$ cat src/rtl/fpFormatPkg.sv
package fpFormatPkg;

	localparam int expWidth  = 5;                        // Exponent field
	localparam int manWidth  = 10;                       // Stored mantissa, no hidden bit
	localparam int dataWidth = 1 + expWidth + manWidth;  // Whole half word
	localparam int expBias   = 15;                       // Exponent offset
	localparam int expMax    = (1 << expWidth) - 1;      // All-ones code, inf or NaN

	// Half-precision word split into its fields
	typedef struct packed {
		logic                sign;  // 1 = negative
		logic [expWidth-1:0] exp;   // Biased exponent
		logic [manWidth-1:0] man;   // Fraction bits
	} halfT;

	// Input exception vector, same flag order as the prealign block
	typedef struct packed {
		logic anyExc;  // Some operand is inf or NaN
		logic aNaN;    // A is NaN
		logic bNaN;    // B is NaN
		logic aInf;    // A is infinity
		logic bInf;    // B is infinity
	} excT;

	// Canonical quiet NaN, 0x7E00
	localparam halfT qNaN = '{
		sign: 1'b0,
		exp:  {expWidth{1'b1}},
		man:  {1'b1, {(manWidth-1){1'b0}}}
	};

endpackage

$ cat src/rtl/fpPipePkg.sv
package fpPipePkg;

	localparam int magWidth  = fpFormatPkg::dataWidth - 1;  // Exp and man without sign
	localparam int sigWidth  = fpFormatPkg::manWidth + 1;   // With hidden one
	localparam int extWidth  = sigWidth + 3;                // Plus guard, round, sticky
	localparam int nexpWidth = fpFormatPkg::expWidth + 2;   // Signed, room for under/overflow

	typedef logic [magWidth-1:0] magT;
	typedef logic [sigWidth-1:0] sigT;
	typedef logic [extWidth-1:0] extT;
	typedef logic [extWidth:0]   sumT;  // Carry on top

	// Prealign -> align
	typedef struct packed {
		logic sa;                                        // Sign of a
		logic sb;                                        // Sign of b
		magT  aMag;                                      // Zero when exp is zero
		magT  bMag;
		logic [2*fpFormatPkg::expWidth-1:0] shiftDet;    // {B-A, A-B}
		fpFormatPkg::excT exc;
		logic op;                                        // 1 = subtract
		logic vld;
	} preT;

	// Align -> execute
	typedef struct packed {
		logic sign;                            // Sign of large operand, b flipped on sub
		logic [fpFormatPkg::expWidth-1:0] exp; // Common exponent
		sigT  bigSig;                          // Large significand
		extT  smallSig;                        // Small one, shifted, with GRS
		logic effSub;                          // Effective subtraction
		fpFormatPkg::excT exc;
		logic vld;
	} alnT;

	// Execute -> normalize
	typedef struct packed {
		logic sign;
		logic [fpFormatPkg::expWidth-1:0] exp;
		sumT  sum;                             // Raw sum incl. carry
		fpFormatPkg::excT exc;
		logic vld;
	} exeT;

	// Normalize -> round/pack
	typedef struct packed {
		logic sign;
		logic signed [nexpWidth-1:0] exp;      // Adjusted exponent
		extT  sig;                             // Hidden one at MSB, GRS at bottom
		logic zero;                            // Exact zero sum
		fpFormatPkg::excT exc;
		logic vld;
	} nrmT;

endpackage

$ cat src/rtl/fpAddSub.sv
`timescale 1ns/1ps

module fpAddSub (
	input  logic              clk,
	input  logic              arstN,
	input  logic              inVld,
	input  fpFormatPkg::halfT a,
	input  fpFormatPkg::halfT b,
	input  logic              sub,     // 1 = a - b
	output logic              outVld,
	output fpFormatPkg::halfT y,
	output fpFormatPkg::excT  exc
);

	fpPipePkg::preT pre;  // Stage 1 out
	fpPipePkg::alnT aln;  // Stage 2 out
	fpPipePkg::exeT exe;  // Stage 3 out
	fpPipePkg::nrmT nrm;  // Stage 4 out

	fpPrealign uPrealign (
		.clk(clk), .arstN(arstN), .inVld(inVld), .a(a), .b(b), .sub(sub), .pre(pre)
	);

	fpAlign uAlign (
		.clk(clk), .arstN(arstN), .pre(pre), .aln(aln)
	);

	fpExecute uExecute (
		.clk(clk), .arstN(arstN), .aln(aln), .exe(exe)
	);

	fpNormalize uNormalize (
		.clk(clk), .arstN(arstN), .exe(exe), .nrm(nrm)
	);

	fpRoundPack uRoundPack (
		.clk(clk), .arstN(arstN), .nrm(nrm), .outVld(outVld), .y(y), .exc(exc)
	);

endmodule

$ cat src/rtl/fpAlign.sv
`timescale 1ns/1ps

module fpAlign (
	input  logic           clk,
	input  logic           arstN,
	input  fpPipePkg::preT pre,
	output fpPipePkg::alnT aln
);

	logic aBig;                                   // A has the larger magnitude
	fpPipePkg::magT bigMag;
	fpPipePkg::magT smallMag;
	logic [fpFormatPkg::expWidth-1:0] shiftAmt;   // Exponent gap
	fpPipePkg::sigT smallSig;
	fpPipePkg::extT smallExt;
	fpPipePkg::extT shifted;
	fpPipePkg::extT lostMask;                     // Bits pushed out the bottom
	fpPipePkg::alnT alnD;
	fpPipePkg::alnT alnQ;
	logic vldQ;

	// Exp sits above man, so a plain compare orders by magnitude
	// Tie keeps a on top
	assign aBig     = pre.aMag >= pre.bMag;
	assign bigMag   = aBig ? pre.aMag : pre.bMag;
	assign smallMag = aBig ? pre.bMag : pre.aMag;
	assign shiftAmt = aBig ? pre.shiftDet[fpFormatPkg::expWidth-1:0]     // A-B
	                       : pre.shiftDet[2*fpFormatPkg::expWidth-1:fpFormatPkg::expWidth];  // B-A

	// Hidden one only for non-zero exponent
	assign smallSig = {|smallMag[fpPipePkg::magWidth-1:fpFormatPkg::manWidth],
	                   smallMag[fpFormatPkg::manWidth-1:0]};
	assign smallExt = {smallSig, 3'b000};
	assign shifted  = smallExt >> shiftAmt;
	assign lostMask = (fpPipePkg::extT'(1) << shiftAmt) - fpPipePkg::extT'(1);  // All ones past 13

	always_comb begin
		alnD.sign     = aBig ? pre.sa : (pre.sb ^ pre.op);
		alnD.exp      = bigMag[fpPipePkg::magWidth-1:fpFormatPkg::manWidth];
		alnD.bigSig   = {|bigMag[fpPipePkg::magWidth-1:fpFormatPkg::manWidth],
		                 bigMag[fpFormatPkg::manWidth-1:0]};
		alnD.smallSig = {shifted[fpPipePkg::extWidth-1:1],
		                 shifted[0] | (|(smallExt & lostMask))};  // Sticky collects the rest
		alnD.effSub   = pre.sa ^ pre.sb ^ pre.op;
		alnD.exc      = pre.exc;
		alnD.vld      = pre.vld;
	end

	always_ff @(posedge clk or negedge arstN) begin
		if (!arstN) begin
			vldQ <= 1'b0;
		end else begin
			vldQ <= pre.vld;
		end
	end

	always_ff @(posedge clk) begin
		if (pre.vld) alnQ <= alnD;
	end

	always_comb begin
		aln     = alnQ;
		aln.vld = vldQ;
	end

endmodule

$ cat src/rtl/fpExecute.sv
`timescale 1ns/1ps

module fpExecute (
	input  logic           clk,
	input  logic           arstN,
	input  fpPipePkg::alnT aln,
	output fpPipePkg::exeT exe
);

	fpPipePkg::extT bigExt;   // Large sig with empty GRS
	fpPipePkg::sumT sumD;
	fpPipePkg::exeT exeD;
	fpPipePkg::exeT exeQ;
	logic vldQ;

	assign bigExt = {aln.bigSig, 3'b000};

	// Large minus small never goes negative
	assign sumD = aln.effSub ? ({1'b0, bigExt} - {1'b0, aln.smallSig})
	                         : ({1'b0, bigExt} + {1'b0, aln.smallSig});

	always_comb begin
		// Exact cancel gives +0, (-0)+(-0) stays -0
		exeD.sign = (sumD == '0 && aln.effSub) ? 1'b0 : aln.sign;
		exeD.exp  = aln.exp;
		exeD.sum  = sumD;
		exeD.exc  = aln.exc;
		exeD.vld  = aln.vld;
	end

	always_ff @(posedge clk or negedge arstN) begin
		if (!arstN) begin
			vldQ <= 1'b0;
		end else begin
			vldQ <= aln.vld;
		end
	end

	always_ff @(posedge clk) begin
		if (aln.vld) exeQ <= exeD;
	end

	always_comb begin
		exe     = exeQ;
		exe.vld = vldQ;
	end

endmodule

$ cat src/rtl/fpNormalize.sv
`timescale 1ns/1ps

module fpNormalize (
	input  logic           clk,
	input  logic           arstN,
	input  fpPipePkg::exeT exe,
	output fpPipePkg::nrmT nrm
);

	logic carry;                                  // Sum reached 2.0 or more
	logic [3:0] lz;                               // Leading zeros below carry
	logic signed [fpPipePkg::nexpWidth-1:0] expIn;
	fpPipePkg::nrmT nrmD;
	fpPipePkg::nrmT nrmQ;
	logic vldQ;

	assign carry = exe.sum[fpPipePkg::extWidth];
	assign expIn = $signed({2'b00, exe.exp});

	// Priority encode, highest set bit wins
	always_comb begin
		lz = 4'(fpPipePkg::extWidth);
		for (int i = 0; i < fpPipePkg::extWidth; i++) begin
			if (exe.sum[i]) lz = 4'(fpPipePkg::extWidth - 1 - i);
		end
	end

	always_comb begin
		if (carry) begin
			nrmD.sig = {exe.sum[fpPipePkg::extWidth:2], exe.sum[1] | exe.sum[0]};  // Keep sticky
			nrmD.exp = expIn + 7'sd1;
		end else begin
			nrmD.sig = exe.sum[fpPipePkg::extWidth-1:0] << lz;  // Only exact bits move up
			nrmD.exp = expIn - $signed({3'b000, lz});
		end
		nrmD.sign = exe.sign;
		nrmD.zero = (exe.sum == '0);
		nrmD.exc  = exe.exc;
		nrmD.vld  = exe.vld;
	end

	always_ff @(posedge clk or negedge arstN) begin
		if (!arstN) begin
			vldQ <= 1'b0;
		end else begin
			vldQ <= exe.vld;
		end
	end

	always_ff @(posedge clk) begin
		if (exe.vld) nrmQ <= nrmD;
	end

	always_comb begin
		nrm     = nrmQ;
		nrm.vld = vldQ;
	end

endmodule

$ cat src/rtl/fpPrealign.sv
`timescale 1ns/1ps

module fpPrealign (
	input  logic              clk,
	input  logic              arstN,
	input  logic              inVld,
	input  fpFormatPkg::halfT a,
	input  fpFormatPkg::halfT b,
	input  logic              sub,
	output fpPipePkg::preT    pre
);

	logic aExpOnes;          // Exponent all ones
	logic bExpOnes;
	logic aManNz;            // Fraction non-zero
	logic bManNz;
	fpPipePkg::preT preD;    // Next stage value
	fpPipePkg::preT preQ;
	logic vldQ;

	assign aExpOnes = &a.exp;
	assign bExpOnes = &b.exp;
	assign aManNz   = |a.man;
	assign bManNz   = |b.man;

	always_comb begin
		preD.sa        = a.sign;
		preD.sb        = b.sign;
		preD.aMag      = (a.exp == '0) ? '0 : {a.exp, a.man};  // Subnormal flush
		preD.bMag      = (b.exp == '0) ? '0 : {b.exp, b.man};
		preD.shiftDet  = {b.exp - a.exp, a.exp - b.exp};       // Both ways, picked later
		preD.exc.aNaN  = aExpOnes & aManNz;
		preD.exc.bNaN  = bExpOnes & bManNz;
		preD.exc.aInf  = aExpOnes & ~aManNz;
		preD.exc.bInf  = bExpOnes & ~bManNz;
		preD.exc.anyExc = aExpOnes | bExpOnes;                 // Any of the four above
		preD.op        = sub;
		preD.vld       = inVld;
	end

	always_ff @(posedge clk or negedge arstN) begin
		if (!arstN) begin
			vldQ <= 1'b0;
		end else begin
			vldQ <= inVld;
		end
	end

	always_ff @(posedge clk) begin
		if (inVld) preQ <= preD;  // Payload only on valid
	end

	always_comb begin
		pre     = preQ;
		pre.vld = vldQ;
	end

endmodule

$ cat src/rtl/fpRoundPack.sv
`timescale 1ns/1ps

module fpRoundPack (
	input  logic              clk,
	input  logic              arstN,
	input  fpPipePkg::nrmT    nrm,
	output logic              outVld,
	output fpFormatPkg::halfT y,
	output fpFormatPkg::excT  exc
);

	logic lsb;                                   // Last kept bit
	logic guard;
	logic sticky;                                // Round and sticky merged
	logic rndUp;
	logic [fpPipePkg::sigWidth:0] rounded;      // Sig plus carry out
	logic rndCarry;                              // Rounding wrapped to 2.0
	logic signed [fpPipePkg::nexpWidth-1:0] expR;
	fpFormatPkg::halfT res;

	assign lsb     = nrm.sig[3];
	assign guard   = nrm.sig[2];
	assign sticky  = |nrm.sig[1:0];
	assign rndUp   = guard & (sticky | lsb);     // Nearest, ties to even
	assign rounded = {1'b0, nrm.sig[fpPipePkg::extWidth-1:3]}
	               + {{fpPipePkg::sigWidth{1'b0}}, rndUp};
	assign rndCarry = rounded[fpPipePkg::sigWidth];
	assign expR     = rndCarry ? (nrm.exp + 7'sd1) : nrm.exp;

	always_comb begin
		res.sign = nrm.sign;
		res.exp  = expR[fpFormatPkg::expWidth-1:0];
		res.man  = rndCarry ? rounded[fpFormatPkg::manWidth:1]    // Mantissa all zero again
		                    : rounded[fpFormatPkg::manWidth-1:0];
		if (nrm.exc.aNaN | nrm.exc.bNaN) begin
			res = fpFormatPkg::qNaN;
		end else if (nrm.exc.aInf & nrm.exc.bInf & nrm.zero) begin
			res = fpFormatPkg::qNaN;                 // Inf - inf cancelled
		end else if (nrm.exc.aInf | nrm.exc.bInf) begin
			res.exp = '1;                            // Sign already from the inf side
			res.man = '0;
		end else if (nrm.zero) begin
			res.exp = '0;
			res.man = '0;
		end else if (expR >= fpFormatPkg::expMax) begin
			res.exp = '1;                            // Overflow to inf
			res.man = '0;
		end else if (expR < 1) begin
			res.exp = '0;                            // Flush, sign kept
			res.man = '0;
		end
	end

	always_ff @(posedge clk or negedge arstN) begin
		if (!arstN) begin
			outVld <= 1'b0;
		end else begin
			outVld <= nrm.vld;
		end
	end

	always_ff @(posedge clk) begin
		if (nrm.vld) begin
			y   <= res;
			exc <= nrm.exc;  // Input flags, five cycles late
		end
	end

endmodule

$ cat config.mk
export PLATFORM = sky130hd
export DESIGN_NAME = fpAddSub
export DESIGN_NICKNAME = d
export VERILOG_FILES = /design/src/rtl/fpFormatPkg.sv /design/src/rtl/fpPipePkg.sv /design/src/rtl/fpAddSub.sv /design/src/rtl/fpAlign.sv /design/src/rtl/fpExecute.sv /design/src/rtl/fpNormalize.sv /design/src/rtl/fpPrealign.sv /design/src/rtl/fpRoundPack.sv
export SDC_FILE = /design/constraint.sdc
export NUM_CORES = 1
export LEC_CHECK = 0
export ABC_CLOCK_PERIOD_IN_PS = 3000
export BUFFER_PORTS_ARGS = -buffer_cell sky130_fd_sc_hd__buf_2
export CELL_PAD_IN_SITES_DETAIL_PLACEMENT = 0
export CELL_PAD_IN_SITES_GLOBAL_PLACEMENT = 1
export CORE_AREA = 2 2 152 154
export CTS_CLUSTER_SIZE = 28
export DETAILED_ROUTE_END_ITERATION = 6
export DIE_AREA = 0 0 154 156
export HOLD_SLACK_MARGIN = 0.12
export PLACE_DENSITY = 0.85
export SYNTH_ARGS = -nofsm -noshare
export SYNTH_HDL_FRONTEND = slang
export SYNTH_SLANG_ARGS = --single-unit
$ cat constraint.sdc
create_clock -name clk -period 3 [get_ports clk]
set_input_delay 0.6 -clock clk [delete_from_list [all_inputs] [get_ports clk]]
set_output_delay 0.6 -clock clk [all_outputs]
set_load 0.01 [all_outputs]
# After elaboration in Yosys (flattened, before gate mapping)
# Index checks and enable logic that the tools add are counted.
# word_totals
out_inout_bits	22
input_bits	36
ff_bits	165
# op_classes
bitwise	19
reduce_logical	16
muxes	26
add_sub_neg	9
shift	3
magnitude_cmp	3
# ops
operator	count
$mux W15	6
$mux W4	13
$logic_not A15 Y1	2
$mux W21	1
$mux W10	2
$reduce_or A10 Y1	2
$add A14 B14 Y15	1
$ge A15 B15 Y1	1
$sub A14 B14 Y15	1
$and A14 B14 Y14	1
$reduce_or A14 Y1	1
$shl A1 B5 Y14 const A	1
$shl A14 B4 Y14	1
$shr A14 B5 Y14	1
$sub A14 B1 Y14 const B	1
$add A11 B1 Y12	1
$logic_not A5 Y1	2
$reduce_and A5 Y1	2
$reduce_or A5 Y1	2
$sub A5 B5 Y5	2
$add A7 B2 Y7 const B	1
$and A1 B1 Y1	7
$ge A7 B6 Y1 const B	1
$lt A7 B2 Y1 const B	1
other kinds (13)	22

# Longest topological paths before layout
# Gate-level depths: netlist (run 1).
# depth
word_depth	16
ltp_mapped	14
mapped_depth_nobuf	12

# Hierarchy
# From an unflattened synthesis (run 1), not the netlist that was laid out.
# hier_totals
cells_unflattened	1035
hier_area_um2	10931.7
# by_module_without_submodules
module	area_each_um2	cells_each	n_inst
fpAlign	3128.0	339	1
fpExecute	2244.7	223	1
fpPrealign	2138.3	143	1
fpNormalize	2006.9	200	1
fpRoundPack	1413.9	130	1

# Least setup slack after synthesis (run 1)
# No wires, ideal clock.
# synth_path
path_kind	register to register
start	reg uExecute.exeQ, in the netlist uExecute.exe[16]
end	reg uNormalize.nrmQ, in the netlist uNormalize.nrm[25], data pin
arrival_time_ps	2728
path_stages_with_launch	15
setup_slack_ps	13
setup_time_ps	259
required_ps	2741
synth_period_minus_slack_ps	2987
path_cell_list	edfxtp_1 -> buf_2 -> nand2b_1 -> a21oi_1 -> a31o_2 -> a211oi_1 -> buf_2 -> ha_1 -> inv_1 -> fa_1 -> nand2_1 -> nand2_1 -> a211oi_1 -> a41oi_1 -> xnor2_1
# synth_rtl
element	line_no	text
from (decl)	fpExecute.sv:13	fpPipePkg::exeT exeQ;
from (signal assigned)	fpExecute.sv:40	if (aln.vld) exeQ <= exeD;
to (signal assigned)	fpNormalize.sv:51	if (exe.vld) nrmQ <= nrmD;
to (decl)	fpNormalize.sv:14	fpPipePkg::nrmT nrmQ;

# Worst setup path after layout (run 1)
# layout_path
start	reg uPrealign.preQ, in the netlist uPrealign.pre[23]
end	reg uAlign.alnQ, in the netlist uAlign.aln[10], data pin
# layout_between
elab_chain_cells	4
# layout_lines
element	line_no	text
from (decl)	fpPrealign.sv:18	fpPipePkg::preT preQ;
from (signal assigned)	fpPrealign.sv:50	if (inVld) preQ <= preD;
$ge A15 B15 Y1	fpAlign.sv:24	assign aBig = pre.aMag >= pre.bMag;
$mux W15	fpAlign.sv:26	assign smallMag = aBig ? pre.bMag : pre.aMag;
$reduce_or A5 Y1	fpAlign.sv:31	assign smallSig = {|smallMag[fpPipePkg::magWidth-1:fpFormatPkg::manWidth],
$shr A14 B5 Y14 (*)	fpAlign.sv:34	assign shifted = smallExt >> shiftAmt;
to (signal assigned)	fpAlign.sv:58	if (pre.vld) alnQ <= alnD;
to (decl)	fpAlign.sv:19	fpPipePkg::alnT alnQ;
# Mark *: on every way between the ends. The rest lies on a longest branch, timed or not.
# A chain may end at the register's enable or synchronous reset.

==> tab_implementation.tex, run 1 <==
\begin{tabular}{lr}
\hline
Metric & Value \\
\hline
\multicolumn{2}{l}{\textbf{Setup path}} \\
Flop2flop setup slack & 0.12 ns \\
Critical Path AT & 3.05 ns \\
Crit path largest cell delay & 0.39 ns \\
Setup crit end kind & flip-flop \\
Startpoint type of the worst setup path & flip-flop \\
Worst Setup Path Type & reg -> reg \\
Cell with the largest stage delay on the worst path & edfxtp\_1 \\
List of cells traversed by the critical path & inv\_1, ha\_1, a41o\_1, a21oi\_2, o21ai\_2, a21o\_4, buf\_4, mux4\_2, and3\_1, a221o\_1, mux2\_2 \\
CP max FO & 4 \\
Required time at the worst-slack endpoint & 3.18 ns \\
\multicolumn{2}{l}{\textbf{Place}} \\
Port Buffers & 57 \\
Pre-CTS WS & 0.0641 ns \\
Placer Congestion & 0.963 \\
Placed Area & 11000 µm² \\
HPWL after detailed placement & 16.6 mm \\
\multicolumn{2}{l}{\textbf{Floorplan}} \\
X dimension of the die & 154 µm \\
Die Outline Area & 24000 µm² \\
Placement row count & 55 \\
Standard cell core area & 22400 µm² \\
Effective utilization at floorplan & 0.447 \\
Count of pins on the block boundary & 58 \\
Die Y-Extent & 156 µm \\
\multicolumn{2}{l}{\textbf{Timing}} \\
Number of max-slew violations in the final report & 0 \\
Shortest clock period the worst path allows after layout & 2.88 ns \\
Setup ws final & 0.125 ns \\
Number of hold-slack violations in the final timing report & 0 \\
Final period util & 0.958 \\
Worst Max-Slew Pin Slew & 1.10 ns \\
Clock skew & 0.0105 ns \\
Final setup viols & 0 \\
Maximum clock frequency & 0.348 GHz \\
Worst hold slack across all endpoints & 0.343 ns \\
Slew headroom & 0.268 \\
\multicolumn{2}{l}{\textbf{Route}} \\
Number of nets with antenna violations after detailed routing & 0 \\
DRC violation count after routing & 0 \\
First drt pass iteration count & 6 \\
Post-DR wirelength/cell & 16.6 µm \\
Per-cell via count in the routed design & 5.63 \\
Number of violations reported at the end of detailed-routing iteration 0 & 616 \\
Total vias in the final route & 7397 \\
Final wirelength & 21.9 mm \\
\multicolumn{2}{l}{\textbf{Layout}} \\
Register area & 4900 µm² \\
Number of diodes & 0 \\
Filler cell count in the final layout & 1898 \\
Fin nets & 1111 \\
Fraction of final layout cells sized beyond drive strength 1 & 0.220 \\
Signed area change from the synthesized netlist to the final layout & 17.3\% \\
Area occupied by multi-input gates & 4720 µm² \\
Post-route cell area & 11700 µm² \\
\multicolumn{2}{l}{\textbf{Logic synthesis}} \\
Average cell area after synthesis & 11.0 µm² \\
Ys Warns & 0 \\
Netlist area before placement & 9990 µm² \\
Share of the synthesized area in the top cell type & 0.478 \\
Number of synthesized register bits & 164 \\
Post-synthesis xor/xnor area fraction & 0.0316 \\
Adder-cell share of the synthesized area & 0.0757 \\
Share of synthesized registers carrying an async set or reset & 0.0305 \\
Largest family of logic cells by synthesized area & compound AO/OA/AOI/OAI gates \\
Part of the Yosys area used for sequential elements & 0.490 \\
Most numerous cell in the Yosys netlist & edfxtp\_1 \\
Fraction of the mapped netlist area in compound gates & 0.147 \\
Post-synthesis share of cell area spent on and, or, nand and nor gates & 0.136 \\
Cell count after synthesis & 911 \\
Netlist cell types & 73 \\
Multiplexer fraction of the synthesized cell area & 0.0728 \\
Leading post-synthesis cells by instance count & edfxtp\_1 (159), inv\_1 (68), nand2\_1 (62) \\
Net Count, Synth & 1005 \\
Cell type with the largest total area after synthesis & edfxtp\_1 \\
EDFF count, synth & 159 \\
Top FF cell, synth & edfxtp\_1 \\
Top cells by area in the synthesized netlist & edfxtp\_1 (48\%), ha\_1 (6.8\%), mux2i\_1 (3.1\%), mux4\_2 (2.9\%), o21ai\_0 (2.7\%) \\
\multicolumn{2}{l}{\textbf{Pwr}} \\
Worst supply voltage drop on vdd & 0.000370 V \\
PwrDens & 688 nW/µm² \\
Static leakage & 4.55 nW \\
Overall Power & 8.06 mW \\
\multicolumn{2}{l}{\textbf{CTS}} \\
Number of H-tree levels & 4 \\
Register clock-pin slew on the reported worst setup and hold paths & 0.07 ns \\
Clk Tree Root Cell & clkbuf\_16 \\
TritonCTS clock tree & done \\
Num CTS Buffers & 17 \\
Clock Sink Count & 164 \\
Latest clock arrival within the worst-skew pair & 0.43 ns \\
Buffer depth of the longest clock path & 2 \\
\multicolumn{2}{l}{\textbf{Run}} \\
MaxCap Viol Count & 0 \\
\multicolumn{2}{l}{\textbf{GRT}} \\
Via count of the first global-routing pass & 7079 \\
Overflow left after global routing & 0 \\
Initial antenna violation count & 0 \\
Pin count of the biggest net entering global routing & 49 \\
Global-route wire length before repair & 35.3 mm \\
Total routing resource utilization after global routing & 0.186 \\
\multicolumn{2}{l}{\textbf{Run status}} \\
Run status & finished clean \\
\multicolumn{2}{l}{\textbf{Worst hold path}} \\
Class of the worst hold path & in -> reg \\
\hline
\end{tabular}
[metrics by stage]
step           setup TNS, ns  std cells  utilization
2_1_floorplan              0        911            -
4_1_cts                    0       1312        0.519
3_3_place_gp               0       1279        0.491
3_5_place_dp               0       1279        0.491
6_report                   0       1315        0.524
5_1_grt             -0.00853       1315        0.524
[layer usage]
| metal | vias to the layer above | share of wire | track usage |
|---|---|---|---|
| met5 | - | 0 | 0 |
| met3 | 35 | 0.045 | 0.0289 |
| met1 | 3495 | 0.42 | 0.224 |
| met2 | 237 | 0.51 | 0.337 |
| met4 | 0 | 0.020 | 0.0681 |
| li1 | 3630 | - | - |
[cells in the final DEF, fill, tap and decap left out, types with 14 or more instances in the layout]
cell type / n
ha_1: 54
edfxtp_1: 159
a211oi_1: 18
nand2_1: 62
nor2_1: 61
o21ai_0: 52
xor2_1: 14
a21oi_1: 46
inv_1: 67
mux2i_1: 27
clkbuf_16: 17
buf_4: 75
nor2b_1: 25
xnor2_1: 22
nor3_1: 17
nand3_1: 19
buf_2: 57
[power breakdown]
group	internal [mW]	switching (mW)	leakage (nW)
registers	2.93	0.336	1.60
logic	1.20	1.42	2.67
clock network	1.21	0.969	0.286
[worst max-delay path, delay by kind of cell, from the launching register on]
family / cells / cell delay, ns
AOI/OAI and AO/OA: 5 / 1.00
adders and majority gates: 1 / 0.27
buffers and inverters: 2 / 0.24
DFF: 1 / 0.39
muxes: 2 / 0.56
and+or+nand+nor: 1 / 0.19
[cell type report]
| type | count | area share |
|---|---|---|
| well taps | 285 | 0.0304 |
| inverters | 69 | 0.0221 |
| clock buffers | 18 | 0.0375 |
| repair buffers | 134 | 0.0750 |
| clock inverters | 14 | 0.0137 |
| flip-flops and latches | 164 | 0.418 |
| multi-input cells | 631 | 0.403 |
[flip-flops by register name, summed over array words and instances, names as in the netlist]
name,flops
uAlign.aln,37
uAlign.vldQ,1
uExecute.exe,26
uExecute.vldQ,1
uNormalize.nrm,28
uNormalize.vldQ,1
uPrealign.pre,47
uPrealign.vldQ,1
uRoundPack.exc,5
uRoundPack.outVld,1
uRoundPack.y,16
[cells by family (layout without fill, tap and decap cells)]
group	count (synthesis)	after routing
flip-flops	164	164
adder cells (fa/ha/maj)	58	58
AO/OA/AOI/OAI	220	220
buffers and inverters	116	235
AND/OR/NAND/NOR	262	262
XOR/XNOR	36	36
multiplexers	55	55
[repair_timing]
item                       CTS  global route
resized for setup            0            25
buffers inserted             0             3
setup endpoints to repair    0            20
hold endpoints to repair     5             0
hold buffers                 1             0
[path summary, 6_finish.rpt]
kind / from / end / cells past startpoint
worst max-delay path: uPrealign.pre[23] / uAlign.aln[10] / 11
worst min-delay path: sub / uPrealign.pre[1] / 1
worst max register to register: uPrealign.pre[23] / uAlign.aln[10] / 11
worst min register to register: uAlign.aln[3] / uExecute.exe[3] / 0
max in group asynchronous: arstN / uRoundPack.outVld / 2
min in group asynchronous: arstN / uExecute.vldQ / 2
Note: power is estimated with default switching activity, not from simulation.
==> run 2, diff against run 1 <==
- REMOVE_ABC_BUFFERS: default -> 1
==> run 2 against run 1 <==
Net effect:
- count of clock-buffer cells in the layout decreased by 1
- register-to-register slack got worse by 0.04 ns
- total power increased by 3.9%
- final area increased by 3.1%
- worst hold slack got worse by 0.0060 ns
- combinational power increased by 8.8%
- first-iteration DRC count decreased by 12%
- final cell count increased by 3.1%
- die area unchanged
- flip-flop and latch count unchanged
- largest power group unchanged
- highest routed layer unchanged
==> tab_implementation.tex, run 2 (same netlist as run 1, synthesis figures left out) <==
\begin{tabular}{lr}
\hline
Metric & Value \\
\hline
\multicolumn{2}{l}{\textbf{Run status}} \\
Run status & finished clean \\
\multicolumn{2}{l}{\textbf{CTS}} \\
Number of H-tree levels & 4 (unchanged) \\
Clk Tree Root Cell & clkbuf\_16 \\
Buffer depth of the longest clock path & 2 (unchanged) \\
TritonCTS clock tree & done \\
Register clock-pin slew on the reported worst setup and hold paths & 0.07 ns (about the same) \\
Num CTS Buffers & 17 (unchanged) \\
Latest clock arrival within the worst-skew pair & 0.44 ns (about the same) \\
Clock Sink Count & 164 (unchanged) \\
\multicolumn{2}{l}{\textbf{Timing}} \\
Number of max-slew violations in the final report & 0 (unchanged) \\
Total negative slack & 0 ns (unchanged) \\
Number of hold-slack violations in the final timing report & 0 (unchanged) \\
Worst Max-Slew Pin Slew & 1.12 ns (+0.0244 ns) \\
Final period util & 0.973 (+0.0144) \\
Slew headroom & 0.252 (-0.0162) \\
Maximum clock frequency & 0.343 GHz (-1.5\%) \\
Final setup viols & 0 (unchanged) \\
Shortest clock period the worst path allows after layout & 2.92 ns (+0.0433 ns) \\
Clock skew & 0.0105 ns (-0.0000134 ns) \\
\multicolumn{2}{l}{\textbf{Setup path}} \\
Worst Setup Path Type & reg -> reg \\
Launch point of the worst reg-to-reg path & uPrealign.pre[19] \\
Required time at the worst-slack endpoint & 3.20 ns (+0.02 ns) \\
CP max FO & 7 (+3) \\
Flop2flop setup slack & 0.08 ns (-0.04 ns) \\
Startpoint type of the worst setup path & flip-flop \\
Crit Reg-Reg Endpoint & uAlign.aln[14] \\
Cell count of the worst reg-to-reg path & 11 (unchanged) \\
Critical Path AT & 3.12 ns (+0.07 ns) \\
Setup crit end kind & flip-flop \\
\multicolumn{2}{l}{\textbf{Floorplan}} \\
X dimension of the die & 154 µm (unchanged) \\
Die Outline Area & 24000 µm² (unchanged) \\
Count of pins on the block boundary & 58 (unchanged) \\
Standard cell core area & 22400 µm² (unchanged) \\
Die Y-Extent & 156 µm (unchanged) \\
Effective utilization at floorplan & 0.447 (unchanged) \\
Placement row count & 55 (unchanged) \\
\multicolumn{2}{l}{\textbf{Pwr}} \\
Worst supply voltage drop on vdd & 0.000427 V (+15\%) \\
Register share of total power & 0.388 (-0.017) \\
Clock power frac & 0.272 (+0.002) \\
Share of total power in combinational logic & 0.340 (+0.015) \\
Power Internal & 5.54 mW (+4.0\%) \\
Switching Share & 0.338 (about the same) \\
Static leakage & 4.76 nW (+4.8\%) \\
Power spent charging and discharging nets & 2.83 mW (+3.9\%) \\
PwrDens & 693 nW/µm² (+0.84\%) \\
\multicolumn{2}{l}{\textbf{GRT}} \\
Global-route wire length before repair & 37.0 mm (+5.0\%) \\
Initial antenna violation count & 0 (unchanged) \\
Via count of the first global-routing pass & 7271 (+2.7\%) \\
Overflow left after global routing & 0 (unchanged) \\
Pin count of the biggest net entering global routing & 39 (-20\%) \\
Total routing resource utilization after global routing & 0.196 (+0.0104) \\
\multicolumn{2}{l}{\textbf{Worst hold path}} \\
Class of the worst hold path & in -> reg \\
Hold Crit Start & sub \\
Hold worst-path end & uPrealign.pre[1] \\
Hold Crit Depth & 1 (unchanged) \\
\multicolumn{2}{l}{\textbf{Layout}} \\
Largest register FFs & 47 (unchanged) \\
Signed area change from the synthesized netlist to the final layout & 20.9\% \\
Fin nets & 1152 (+3.7\%) \\
Post-route cell area & 12100 µm² (+3.1\%) \\
Most used cells in the layout excluding fill and tap cells & edfxtp\_1 (159), buf\_4 (115), inv\_1 (68) \\
Number of diodes & 0 (unchanged) \\
Fraction of final layout cells sized beyond drive strength 1 & 0.252 (+0.0317) \\
Post-route core utilization & 0.540 (+0.0161) \\
Filler cell count in the final layout & 1902 (+0.21\%) \\
Commonest non-fill, non-tap cell in the layout & edfxtp\_1 \\
\multicolumn{2}{l}{\textbf{Place}} \\
HPWL after detailed placement & 17.3 mm (+4.5\%) \\
Placer Congestion & 0.933 (-3.0\%) \\
Port Buffers & 57 (unchanged) \\
Placed Area & 11200 µm² (+2.0\%) \\
\multicolumn{2}{l}{\textbf{Run}} \\
MaxCap Viol Count & 0 (unchanged) \\
\multicolumn{2}{l}{\textbf{Route}} \\
Number of nets with antenna violations after detailed routing & 0 (unchanged) \\
Final wirelength & 23.1 mm (+5.8\%) \\
Per-cell via count in the routed design & 5.61 (-0.32\%) \\
Number of violations reported at the end of detailed-routing iteration 0 & 540 (-12\%) \\
DRC violation count after routing & 0 (unchanged) \\
Post-DR wirelength/cell & 17.1 µm (+2.6\%) \\
Total vias in the final route & 7603 (+2.8\%) \\
First drt pass iteration count & 5 (-1) \\
\hline
\end{tabular}
[run 2: cell types whose count changed in the layout (fill, tap and decap cells not counted), moves of 2 or more]
cell | previous run | this run
nor2_1 | 61 | 59
a211oi_1 | 18 | 16
clkinv_2 | 0 | 2
a21oi_2 | 3 | 1
clkinvlp_4 | 3 | 0
a21oi_1 | 46 | 48
buf_4 | 75 | 115
inv_6 | 3 | 5
[run 2: cell type report]
type	count	area [µm²]	area share
inverters	69	259	0.0215
flip-flops and latches	164	4900	0.406
well taps	285	357	0.0295
repair buffers	174	1180	0.0976
multi-input cells	632	4770	0.395
clock inverters	15	184	0.0152
clock buffers	17	425	0.0352
[run 2: routing by layer]
metal	part of all wire	global-route usage	wire length, µm
met1	0.40	0.226	9320
met2	0.52	0.361	12000
met3	0.043	0.0278	984
met4	0.038	0.0903	879
met5	0	0	0
[run 2: worst max path at each step]
stage,cells past startpoint,end,startpoint,slack [ns]
after global placement,12,uExecute.exe[26],uAlign.aln[10],-0.1
after detailed placement,12,uExecute.exe[26],uAlign.aln[10],-0.11
final,11,uAlign.aln[14],uPrealign.pre[19],0.08
after floorplan,9,uAlign.aln[11],uPrealign.pre[34],-1.05
after CTS,10,uNormalize.nrm[26],uExecute.exe[11],0.04
after global routing,12,uExecute.exe[26],uAlign.aln[21],-0.03
[run 2: through the flow]
stage	setup WS (ns)	total power [mW]	hold slack, ns	std cells
detailed placement	-0.105	5.93	0.405	1308
CTS	0.0362	8.24	0.321	1346
floorplan	-1.05	4.93	0.304	864
finish	0.0814	8.37	0.337	1356
global route	-0.0311	8.83	0.321	1356
global placement	-0.0955	5.90	0.403	1308
[run 2: critical path: stages (launching register included)]
cell and delay [ns]:
edfxtp_1 0.38, inv_1 0.10, ha_1 0.26, a21o_1 0.17
a31oi_2 0.18, o21ai_2 0.14, a21o_4 0.26, buf_4 0.15
mux2i_4 0.18, mux2i_2 0.22, a21oi_1 0.16, a2111oi_0 0.46
[run 2: what timing repair did]
action	CTS	global route
hold buffers	1	0
resized for setup	4	29
pin swaps	2	9
cloned	1	0
endpoints found under the setup margin	10	23
endpoints found under the hold margin	5	0
buffers inserted	4	10
[run 2: power by group through the flow]
stage               combinational [mW]  sequential (mW)  clock (mW)
finish                            2.84             3.25        2.28
global route                      3.13             3.29        2.40
CTS                               2.67             3.25        2.32
detailed placement                2.62             3.30           0
global placement                  2.61             3.29           0
floorplan                         1.68             3.25           0
